`config.mk`:
```
export PLATFORM = sky130hd
export DESIGN_NAME = frontEnd
export DESIGN_NICKNAME = d
export VERILOG_FILES = /design/src/logic/cpuPkg.sv /design/src/logic/controlUnit.sv /design/src/logic/decodeStage.sv /design/src/logic/frontEnd.sv /design/src/logic/pcUnit.sv /design/src/logic/regFile.sv
export SDC_FILE = /design/constraint.sdc
export NUM_CORES = 1
export LEC_CHECK = 0
export ABC_AREA = 1
export BUFFER_PORTS_ARGS = -buffer_cell sky130_fd_sc_hd__buf_2
export CORE_UTILIZATION = 55
export DETAILED_ROUTE_END_ITERATION = 12
export PLACE_DENSITY = 0.78
export SETUP_SLACK_MARGIN = 0.2
export SYNTH_ARGS = -nofsm -noshare
export SYNTH_HDL_FRONTEND = slang
export SYNTH_SLANG_ARGS = --single-unit
```
`constraint.sdc`:
```
create_clock -name clk -period 3.84 [get_ports clk]
set_input_delay 0.192 -clock clk [delete_from_list [all_inputs] [get_ports clk]]
set_output_delay 0.192 -clock clk [all_outputs]
set_load 0.01 [all_outputs]
```
`src/logic/cpuPkg.sv`:
```
// ####################################################################
// Shared types and opcode encodings for the 16-bit front end.
// Opcodes live in instruction bits 15:11 and instructions are 2 bytes.
// ####################################################################
package cpuPkg;

   typedef logic [15:0] wordT;   // Register and immediate data.
   typedef logic [15:0] addrT;   // Byte address for PC and targets.
   typedef logic [2:0]  regIdxT; // One of eight registers.
   typedef logic [4:0]  opcodeT; // Instruction bits 15:11.

   // Which immediate field gets sign-extended.
   typedef enum logic [1:0] {
      immNone,    // No immediate, output is zero.
      immSext8,   // Bits 7:0.
      immSext11   // Bits 10:0.
   } immKindT;

   // Control instructions.
   localparam opcodeT opHalt  = 5'b00000;
   localparam opcodeT opNop   = 5'b00001;

   // Jumps, 11-bit displacement or register plus 8-bit immediate.
   localparam opcodeT opJ     = 5'b00100;
   localparam opcodeT opJr    = 5'b00101;
   localparam opcodeT opJal   = 5'b00110;
   localparam opcodeT opJalr  = 5'b00111;

   // I-format ALU group, destination in bits 7:5.
   localparam opcodeT opAddi  = 5'b01000;
   localparam opcodeT opSubi  = 5'b01001;
   localparam opcodeT opXori  = 5'b01010;
   localparam opcodeT opAndni = 5'b01011;

   // Conditional branches on the first source register.
   localparam opcodeT opBeqz  = 5'b01100;
   localparam opcodeT opBnez  = 5'b01101;
   localparam opcodeT opBltz  = 5'b01110;
   localparam opcodeT opBgez  = 5'b01111;

   // Load byte immediate, destination in bits 10:8.
   localparam opcodeT opLbi   = 5'b11000;

   // R-format ALU group, destination in bits 4:2.
   localparam opcodeT opAluR  = 5'b11011;

   localparam regIdxT linkReg = 3'd7; // JAL and JALR write here.

endpackage

```
`src/logic/controlUnit.sv`:
```
// ####################################################################
// Opcode decode into control bits and a sign-extended immediate.
// Unknown opcodes decode as NOP. Writes are dropped while halted.
// ####################################################################
`timescale 1ns/1ps

module controlUnit
   import cpuPkg::*;
(
   input  wordT   instr,
   input  logic   halted,
   output logic   regWriteEn,
   output regIdxT writeRegAddr,
   output logic   lbi,
   output logic   link,
   output logic   bFlag,
   output logic   jFlag,
   output logic   jrFlag,
   output logic   halt,
   output wordT   imm
);

   opcodeT  opcode;
   immKindT immKind;
   logic    writeReq; // Instruction wants a register write.

   assign opcode = instr[15:11];

   always_comb begin
      writeReq     = 1'b0;
      writeRegAddr = '0;
      lbi          = 1'b0;
      link         = 1'b0;
      bFlag        = 1'b0;
      jFlag        = 1'b0;
      jrFlag       = 1'b0;
      halt         = 1'b0;
      immKind      = immNone;
      case (opcode)
         opHalt: halt = 1'b1;
         opNop: ; // Nothing to do.
         opAluR: begin
            writeReq     = 1'b1;
            writeRegAddr = instr[4:2]; // Rd of R-format.
         end
         opAddi, opSubi, opXori, opAndni: begin
            writeReq     = 1'b1;
            writeRegAddr = instr[7:5]; // Rd of I-format.
         end
         opLbi: begin
            writeReq     = 1'b1;
            writeRegAddr = instr[10:8];
            lbi          = 1'b1; // Immediate is the write data.
            immKind      = immSext8;
         end
         opBeqz, opBnez, opBltz, opBgez: begin
            bFlag   = 1'b1; // Condition resolved in decode.
            immKind = immSext8;
         end
         opJ: begin
            jFlag   = 1'b1;
            immKind = immSext11;
         end
         opJal: begin
            jFlag        = 1'b1;
            link         = 1'b1;
            writeReq     = 1'b1;
            writeRegAddr = linkReg; // Return address to r7.
            immKind      = immSext11;
         end
         opJr: begin
            jFlag   = 1'b1;
            jrFlag  = 1'b1; // Target is register plus imm.
            immKind = immSext8;
         end
         opJalr: begin
            jFlag        = 1'b1;
            jrFlag       = 1'b1;
            link         = 1'b1;
            writeReq     = 1'b1;
            writeRegAddr = linkReg;
            immKind      = immSext8;
         end
         default: ; // Unsupported, treat as NOP.
      endcase
   end

   // Sign extension of the chosen field.
   always_comb begin
      case (immKind)
         immSext8:  imm = {{8{instr[7]}}, instr[7:0]};
         immSext11: imm = {{5{instr[10]}}, instr[10:0]};
         default:   imm = '0;
      endcase
   end

   assign regWriteEn = writeReq & ~halted; // Frozen after HALT.

endmodule

```
`src/logic/decodeStage.sv`:
```
// ####################################################################
// Register addressing, write-data select and branch resolution.
// JAL and JALR force the first read to r7, so JALR jumps via r7.
// ####################################################################
`timescale 1ns/1ps

module decodeStage
   import cpuPkg::*;
#(
   parameter int NumRegs = 8
) (
   input  logic   clk,
   input  logic   rstN,
   input  wordT   instr,
   input  wordT   imm,
   input  wordT   wbData,
   input  addrT   linkAddr,
   input  regIdxT writeRegAddr,
   input  logic   regWriteEn,
   input  logic   lbi,
   input  logic   link,
   input  logic   bFlag,
   input  logic   jFlag,
   input  logic   halt,
   output wordT   reg1Data,
   output wordT   reg2Data,
   output logic   pcSel
);

   regIdxT rs;
   regIdxT rt;
   wordT   writeData;
   logic   zeroFlag;  // First source equals zero.
   logic   signFlag;  // First source is negative.
   logic   taken;     // Branch condition holds.

   // JAL and JALR read r7, all else read bits 10:8.
   assign rs = (instr[15:11] == opJal || instr[15:11] == opJalr) ? linkReg : instr[10:8];
   assign rt = instr[7:5];

   // Link beats LBI, else the external writeback.
   assign writeData = link ? linkAddr : (lbi ? imm : wbData);

   regFile #(
      .NumRegs(NumRegs)
   ) regFile_inst (
      .clk      (clk),
      .rstN     (rstN),
      .readReg1 (rs),
      .readReg2 (rt),
      .writeReg (writeRegAddr),
      .writeData(writeData),
      .writeEn  (regWriteEn),
      .readData1(reg1Data),
      .readData2(reg2Data)
   );

   assign zeroFlag = (reg1Data == '0);
   assign signFlag = reg1Data[15];

   // Low opcode bits pick the condition.
   always_comb begin
      case (instr[12:11])
         2'b00:   taken = zeroFlag;  // BEQZ.
         2'b01:   taken = ~zeroFlag; // BNEZ.
         2'b10:   taken = signFlag;  // BLTZ.
         default: taken = ~signFlag; // BGEZ.
      endcase
   end

   assign pcSel = ~halt & ((bFlag & taken) | jFlag);

endmodule

```
`src/logic/frontEnd.sv`:
```
// ####################################################################
// Top of the front end. Instruction memory answers pc in the same
// cycle, and the external ALU result returns on wbData.
// ####################################################################
`timescale 1ns/1ps

module frontEnd
   import cpuPkg::*;
#(
   parameter int   NumRegs = 8,
   parameter addrT ResetPc = '0
) (
   input  logic clk,
   input  logic rstN,
   input  wordT instr,
   input  wordT wbData,
   output addrT pc,
   output wordT reg1Data,
   output wordT reg2Data,
   output wordT imm,
   output logic halted
);

   logic   regWriteEn;
   regIdxT writeRegAddr;
   logic   lbi;
   logic   link;
   logic   bFlag;
   logic   jFlag;
   logic   jrFlag;
   logic   halt;
   logic   pcSel;
   addrT   linkAddr;

   controlUnit controlUnit_inst (
      .instr       (instr),
      .halted      (halted),
      .regWriteEn  (regWriteEn),
      .writeRegAddr(writeRegAddr),
      .lbi         (lbi),
      .link        (link),
      .bFlag       (bFlag),
      .jFlag       (jFlag),
      .jrFlag      (jrFlag),
      .halt        (halt),
      .imm         (imm)
   );

   decodeStage #(
      .NumRegs(NumRegs)
   ) decodeStage_inst (
      .clk         (clk),
      .rstN        (rstN),
      .instr       (instr),
      .imm         (imm),
      .wbData      (wbData),
      .linkAddr    (linkAddr),
      .writeRegAddr(writeRegAddr),
      .regWriteEn  (regWriteEn),
      .lbi         (lbi),
      .link        (link),
      .bFlag       (bFlag),
      .jFlag       (jFlag),
      .halt        (halt),
      .reg1Data    (reg1Data),
      .reg2Data    (reg2Data),
      .pcSel       (pcSel)
   );

   pcUnit #(
      .ResetPc(ResetPc)
   ) pcUnit_inst (
      .clk     (clk),
      .rstN    (rstN),
      .pcSel   (pcSel),
      .jrFlag  (jrFlag),
      .halt    (halt),
      .imm     (imm),
      .reg1Data(reg1Data),
      .pc      (pc),
      .linkAddr(linkAddr),
      .halted  (halted)
   );

endmodule

```
`src/logic/pcUnit.sv`:
```
// ####################################################################
// PC register, link address, jump and branch targets, halt state.
// HALT advances the PC once, then the PC holds until reset.
// ####################################################################
`timescale 1ns/1ps

module pcUnit
   import cpuPkg::*;
#(
   parameter addrT ResetPc = '0
) (
   input  logic clk,
   input  logic rstN,
   input  logic pcSel,
   input  logic jrFlag,
   input  logic halt,
   input  wordT imm,
   input  wordT reg1Data,
   output addrT pc,
   output addrT linkAddr,
   output logic halted
);

   addrT pcPlus2;
   addrT relTarget; // PC+2 plus displacement.
   addrT regTarget; // Register plus immediate.
   addrT nextPc;

   assign pcPlus2   = pc + addrT'(2); // Instructions are 2 bytes.
   assign linkAddr  = pcPlus2;        // Return address for JAL/JALR.
   assign relTarget = pcPlus2 + imm;
   assign regTarget = reg1Data + imm;

   always_comb begin
      if (!pcSel) begin
         nextPc = pcPlus2; // Sequential flow.
      end else if (jrFlag) begin
         nextPc = regTarget;
      end else begin
         nextPc = relTarget;
      end
   end

   always_ff @(posedge clk) begin
      if (!rstN) begin
         pc     <= ResetPc;
         halted <= 1'b0;
      end else if (!halted) begin
         pc <= nextPc;
         if (halt) begin
            halted <= 1'b1; // Sticky until reset.
         end
      end
   end

endmodule

```
`src/logic/regFile.sv`:
```
// ####################################################################
// Register file with two combinational reads and one clocked write.
// A read in the cycle of a write to the same register sees old data.
// ####################################################################
`timescale 1ns/1ps

module regFile
   import cpuPkg::*;
#(
   parameter int NumRegs = 8
) (
   input  logic   clk,
   input  logic   rstN,
   input  regIdxT readReg1,
   input  regIdxT readReg2,
   input  regIdxT writeReg,
   input  wordT   writeData,
   input  logic   writeEn,
   output wordT   readData1,
   output wordT   readData2
);

   wordT regs [NumRegs]; // Architectural registers.

   // Synchronous clear, then one write per edge.
   always_ff @(posedge clk) begin
      if (!rstN) begin
         for (int i = 0; i < NumRegs; i++) begin
            regs[i] <= '0; // All registers start at zero.
         end
      end else if (writeEn) begin
         regs[writeReg] <= writeData; // Lands at the end of the cycle.
      end
   end

   // Reads bypass nothing, so old value on same-cycle write.
   assign readData1 = regs[readReg1]; // First source, Rs.
   assign readData2 = regs[readReg2]; // Second source, Rt.

endmodule

```
==> Yosys cells after proc, flatten, opt, wreduce, memory -nomap -nowiden <==
Memory sizes are Yosys's and may differ from the RTL's.
Cells that the tools add are included.
W data, S select, Z words.
{ "word_totals": {"register_bits": 17, "ram_bits": 128, "out_inout_bits": 65, "mem_count": 1} }
{ "op_classes": {"n_addsub": 3, "n_eq_ne": 18, "n_mux": 25, "bitwise_logic": 8, "reduce_logical": 13} }
{ "mem_list": {"columns": ["memory", "depth", "word_bits", "read_ports", "rd_ports_with_merged_regs", "wr", "line_no", "text"], "rows": [
  ["decodeStage_inst.regFile_inst.regs", 8, 16, 2, 0, 8, "regFile.sv:23", "wordT regs [NumRegs];"]
]} }
{ "ops": {"columns": ["operator", "n"], "rows": [
  ["$mux W16", 5],
  ["$eq A5 B4 Y1 const B", 8],
  ["$add A16 B16 Y16", 2],
  ["$pmux W16 S2", 1],
  ["$eq A5 B3 Y1 const B", 4],
  ["$add A16 B2 Y16 const B", 1],
  ["$logic_not A16 Y1", 1],
  ["$reduce_or A16 Y1", 1],
  ["$mux W1", 14],
  ["$pmux W3 S4", 1],
  ["$reduce_or A4 Y1", 3],
  ["$eq A5 B5 Y1 const B", 2],
  ["$reduce_or A8 Y1", 1],
  ["$reduce_or A7 Y1", 1],
  ["$mux W3", 2],
  ["$reduce_or A2 Y1", 3],
  ["$logic_not A5 Y1", 1],
  ["$eq A2 B1 Y1 const B", 2],
  ["$eq A2 B2 Y1 const B", 2],
  ["$not A1 Y1", 4],
  ["$pmux W2 S2", 1],
  ["$and A1 B1 Y1", 3],
  ["$pmux W1 S3", 1],
  ["$logic_not A2 Y1", 1],
  ["2 further kinds", 2]
]} }

==> Depth between registers and ports, before layout <==
An unclocked memory read counts as a cell.
{ "logic_depth": {"word_depth": 11, "depth_mapped": 26, "depth_no_buf": 26} }

==> By module <==
Synthesis repeated with hierarchy kept, for this count alone.
{ "unflattened": {"cells_unflattened": 1557, "area_unflattened_um2": 10582.6} }
{ "by_module_without_submodules": {"columns": ["module", "n_inst", "cells_per_inst", "area_each_um2"], "rows": [
  ["regFile", 1, 1032, 7536.0],
  ["pcUnit", 1, 337, 2128.3],
  ["decodeStage", 1, 102, 464.2],
  ["controlUnit", 1, 86, 454.2]
]} }

==> Worst setup path after synthesis <==
Ideal clock, no wire load.
{ "synth_timing": {"kind": "input to register", "startpoint": "in instr[14]", "endpoint": "reg pcUnit_inst.pc[12]", "arrival_ps": 3648, "slack_ps": 74, "stages": 24, "path_buffers": 0, "cell_sequence": "inv_1 nor2_1 inv_1 nor2_1 nand2_1 inv_1 nor3_1 inv_1 ha_1 o21bai_1 nor2_1 ha_1 fa_1 nand3_1 nand3_1 a31oi_1 o21ai_0 a21boi_0 inv_1 nand2_1 o21ai_0 xor2_1 a21oi_1 o21ai_1"} }
{ "synth_via": {"elab_cells_between_ends": 38} }
{ "synth_rtl": {"columns": ["element", "line_no", "text"], "rows": [
  ["start: declaration", "frontEnd.sv:15", "input wordT instr,"],
  ["$eq A5 B4 Y1, or another cell as far along", "controlUnit.sv:39", "case (opcode)"],
  ["$reduce_or A7 Y1 (no source line) or $reduce_or A2 Y1 (tied branches)", null, null],
  ["$pmux W2 S2 (*)", "controlUnit.sv:39", null],
  ["$eq A2 B2 Y1 or $eq A2 B1 Y1 (tied branches)", "controlUnit.sv:90", "case (immKind)"],
  ["$pmux W16 S2 (*)", "controlUnit.sv:90", null],
  ["net imm[0]", "frontEnd.sv:20", "output wordT imm,"],
  ["$add A16 B16 Y16 (on tied branches)", "pcUnit.sv:31, pcUnit.sv:32", null],
  ["$mux W16 (*)", "pcUnit.sv:37", "end else if (jrFlag) begin"],
  ["$mux W16 (*)", "pcUnit.sv:35", "if (!pcSel) begin"],
  ["end signal: assignment", "pcUnit.sv:46", "pc <= ResetPc;"],
  ["end signal: assignment", "pcUnit.sv:49", "pc <= nextPc;"],
  ["end: declaration", "pcUnit.sv:19", "output addrT pc,"]
]} }
Mark *: on every way through the listed nets, which the timed path passes. The rest lies on a longest branch.
A chain may end at the register's enable or synchronous reset.

==> Final worst setup path <==
{ "layout_timing": {"startpoint": "reg pcUnit_inst.pc[7]", "endpoint": "reg pcUnit_inst.pc[15]"} }
{ "layout_via": {"elab_chain_len": 4} }
{ "layout_lines": {"columns": ["element", "line_no", "text"], "rows": [
  ["$add A16 B2 Y16 (*)", "pcUnit.sv:29", "assign pcPlus2 = pc + addrT'(2);"],
  ["$add A16 B16 Y16", "pcUnit.sv:31", "assign relTarget = pcPlus2 + imm;"],
  ["$mux W16", "pcUnit.sv:37", null],
  ["$mux W16 (*)", "pcUnit.sv:35", null]
]} }
Every way passes the cells marked *; elsewhere a longest branch is shown, timed or not.

==> impl_metrics.json <==
{
  "gp_routability_congestion": 1.05,
  "design.final.nets": 1494,
  "die-width_um": 135,
  "power.combinational.fraction": 0.207,
  "r2r_end": "pcUnit_inst.pc[15]",
  "slew_viol_final": 0,
  "drt_wl_total_um": 35400,
  "layout.cells.most_common": "nand2_1",
  "totalNegativeSetupSlack_ns": 0,
  "timing.max_cap.violations": 0,
  "p_per_cell_area_nw_per_um2": 391,
  "worst_hold_startpoint": "instr[14]",
  "timing_worst_setup_path_type": "flip-flop to flip-flop",
  "timing.final.hold_violations": 0,
  "final_design_area_no_fill_sq_um": 11500,
  "grt_overflow_total": 0,
  "synth-main-ff-cell": "edfxtp_1",
  "timing.critical_path.required_ns": 4.17,
  "area_growth_pct": 17.3,
  "postSynthRegisterBits": 145,
  "r2r_setup_slack_ns": 0.41,
  "status": "completed",
  "number_of_flops_mapped_to_enable_cells_by_yosys": 128,
  "netSwitchingFraction": 0.306,
  "holdPathEnd": "pcUnit_inst.halted",
  "vdd_ir_drop_max_mv": 0.335,
  "seqPwrFrac": 0.407,
  "regToRegStartpoint": "pcUnit_inst.pc[7]",
  "ys.warnings.count": 0,
  "htree_levels": 4,
  "fraction_of_final_layout_cells_sized_beyond_drive_strength_1": 0.156,
  "critPathArrivalTime_ns": 3.76,
  "initial_utilization": 0.565,
  "die_height_um": 135,
  "clk_pin_slew_worst_paths_ns": 0.07,
  "largest_net_degree_at_the_start_of_global_routing": 74,
  "netlist_area_sq_um": 9770,
  "multi_input_area_sq_um": 4670,
  "detailedRoute.firstIterationViolations": 1452,
  "timing_worst_slew_pin_value_ns": 0.774,
  "holdPathStages": 4,
  "clk_latency_ns": 0.44,
  "groute.usage.overall": 0.395,
  "syn_nets": 1377,
  "hold_ws_ns": 0.0672,
  "core_region_area_sq_um": 17300,
  "type_of_the_tightest_min_delay_check": "primary input to flip-flop",
  "detailedRoute.firstPassIterationCount": 6,
  "cts-buffers-inserted": 17,
  "postSynthAreaPerCell_sq_um": 7.38,
  "avgRoutedWirePerCell_um": 21.1,
  "num-fill-cells": 1527,
  "power.clock.fraction": 0.385,
  "synth.lib_cells_used.distinct": 41,
  "power.switching_uw": 1370,
  "grt_pass1_wl_um": 52400,
  "async_reset_ff_frac": 0,
  "critPathCaptureType": "flip-flop",
  "final_antenna_net_count": 0,
  "timing.max_slew.rel_slack": 0.484,
  "clkSinkCount": 145,
  "clock-skew-final_ns": 0.00838,
  "fmax_mhz": 292,
  "placed_area_sq_um": 10800,
  "drcViolationCount": 0,
  "post-route-min-period_ns": 3.43,
  "worst_r2r_path_cells": 21,
  "hpwl_um": 24700,
  "first_global_vias": 9008,
  "vias_per_cell": 5.99,
  "internal_power_uw": 3110,
  "finalSetupViolations": 0,
  "synth_cells": 1324,
  "rsz0062_at_grt": "yes",
  "period_share": 0.893,
  "antenna_cells_inserted": 0,
  "path_max_fanout": 3,
  "placement.io_buffers": 98,
  "root_buffer": "clkbuf_16",
  "clock_tree_from_tritoncts": "built",
  "die-area_sq_um": 18300,
  "cts_max_path_buffers": 2,
  "leakagePower_uw": 0.00537,
  "seq_area_frac_synth": 0.428,
  "detailroute.via_count": 10048,
  "antenna_found_initial": 0,
  "ios": 99,
  "final_cell_mix": "nand2_1 (299), nor2_1 (190), inv_1 (157)",
  "row_count": 48,
  "final-seq-area_sq_um": 4180,
  "critical_path.startpoint_type": "flip-flop"
}
[cell families (layout without fill, tap and decap cells)]
kind of cell               count (synthesis)  in the layout  synth area share
DFF                                      145            145             0.428
buffers and inverters                    239            367             0.102
AOI/OAI and AO/OA                        227            227             0.133
and+or+nand+nor                          673            673             0.293
xor gates and xnor gates                  21             21            0.0188
adders and majority gates                 19             19            0.0251
[cell type report]
type,instances,share of cell area
clock buffers,18,0.0374
clock inverters,12,0.0139
well taps,225,0.0246
repair buffers,175,0.0986
multi-input cells,940,0.408
inverters,162,0.0530
flip-flops and latches,145,0.365
[worst max-delay path, cell delays in order (launching register included)]
cell,delay (ns)
dfxtp_1,0.44
inv_1,0.19
nor4_4,0.27
inv_1,0.06
nor2_1,0.16
nand3_2,0.13
nor3_2,0.15
xor2_1,0.18
buf_4,0.16
nand2_1,0.05
o21ai_0,0.16
ha_1,0.32
nand2_1,0.10
nor2_1,0.06
inv_1,0.05
o221ai_1,0.12
a31oi_1,0.26
inv_1,0.07
nand2_1,0.07
nand2_1,0.04
a21oi_1,0.18
o21ai_0,0.10
[synth_stat cells (12+ instances only)]
cell type	instances	area (sq um)
xor2_1	14	123
buf_2	29	145
o21ai_0	83	415
ha_1	18	225
nor2_1	191	717
o21ai_1	12	60.1
dfxtp_1	17	340
edfxtp_1	128	3840
a31oi_1	19	119
nand3_1	133	666
clkbuf_1	29	109
nand2_1	300	1130
inv_1	157	589
o211ai_1	18	135
nand3b_1	31	233
a21oi_1	65	325
[state kept, by name (all words and copies together), names as in the netlist]
signal / count
pcUnit_inst.pc: 16
pcUnit_inst.halted: 1
decodeStage_inst.regFile_inst.regs: 128
[repair_timing]
item	in CTS	in global routing
hold buffers	0	0
buffers inserted	0	2
resized for setup	0	14
endpoints found under the setup margin	0	5
[layer usage]
metal | vias up | wire, um | track usage
met1 | 4561 | 13000 | 0.492
met3 | 140 | 3960 | 0.0789
met4 | 0 | 1850 | 0.222
met5 | - | 0 | 0
met2 | 722 | 16600 | 0.641
li1 | 4625 | - | -
[power groups by stage]
| stage | Combinational (uW) | Sequential (uW) | Clock (uW) |
|---|---|---|---|
| 6_report | 929 | 1820 | 1730 |
| 5_1_grt | 990 | 1830 | 1780 |
| 2_1_floorplan | 524 | 1850 | 0 |
| 3_5_place_dp | 889 | 1860 | 0 |
| 4_1_cts | 896 | 1820 | 1710 |
| 3_3_place_gp | 883 | 1850 | 0 |
[through the flow]
| step | total power, uW | utilization | worst slack [ns] | std cells |
|---|---|---|---|---|
| 2_1_floorplan | 2380 | - | 0.242 | 1324 |
| 3_3_place_gp | 2740 | 0.624 | 0.114 | 1645 |
| 3_5_place_dp | 2750 | 0.624 | 0.0490 | 1645 |
| 4_1_cts | 4430 | 0.658 | 0.208 | 1675 |
| 5_1_grt | 4600 | 0.663 | 0.163 | 1677 |
| 6_report | 4480 | 0.663 | 0.410 | 1677 |
[worst max-delay path by stage]
| stage | start | to | slack [ns] | depth (start not counted) |
|---|---|---|---|---|
| 2_1_floorplan | instr[14] | pcUnit_inst.pc[12] | 0.24 | 24 |
| 3_3_place_gp | instr[14] | pcUnit_inst.pc[14] | 0.11 | 27 |
| 3_5_place_dp | instr[14] | pcUnit_inst.pc[14] | 0.05 | 26 |
| 4_1_cts | pcUnit_inst.pc[1] | pcUnit_inst.pc[15] | 0.21 | 22 |
| 5_1_grt | pcUnit_inst.pc[7] | pcUnit_inst.pc[15] | 0.16 | 21 |
| 6_report | pcUnit_inst.pc[7] | pcUnit_inst.pc[15] | 0.41 | 21 |
(Power assumes the default switching activity.)
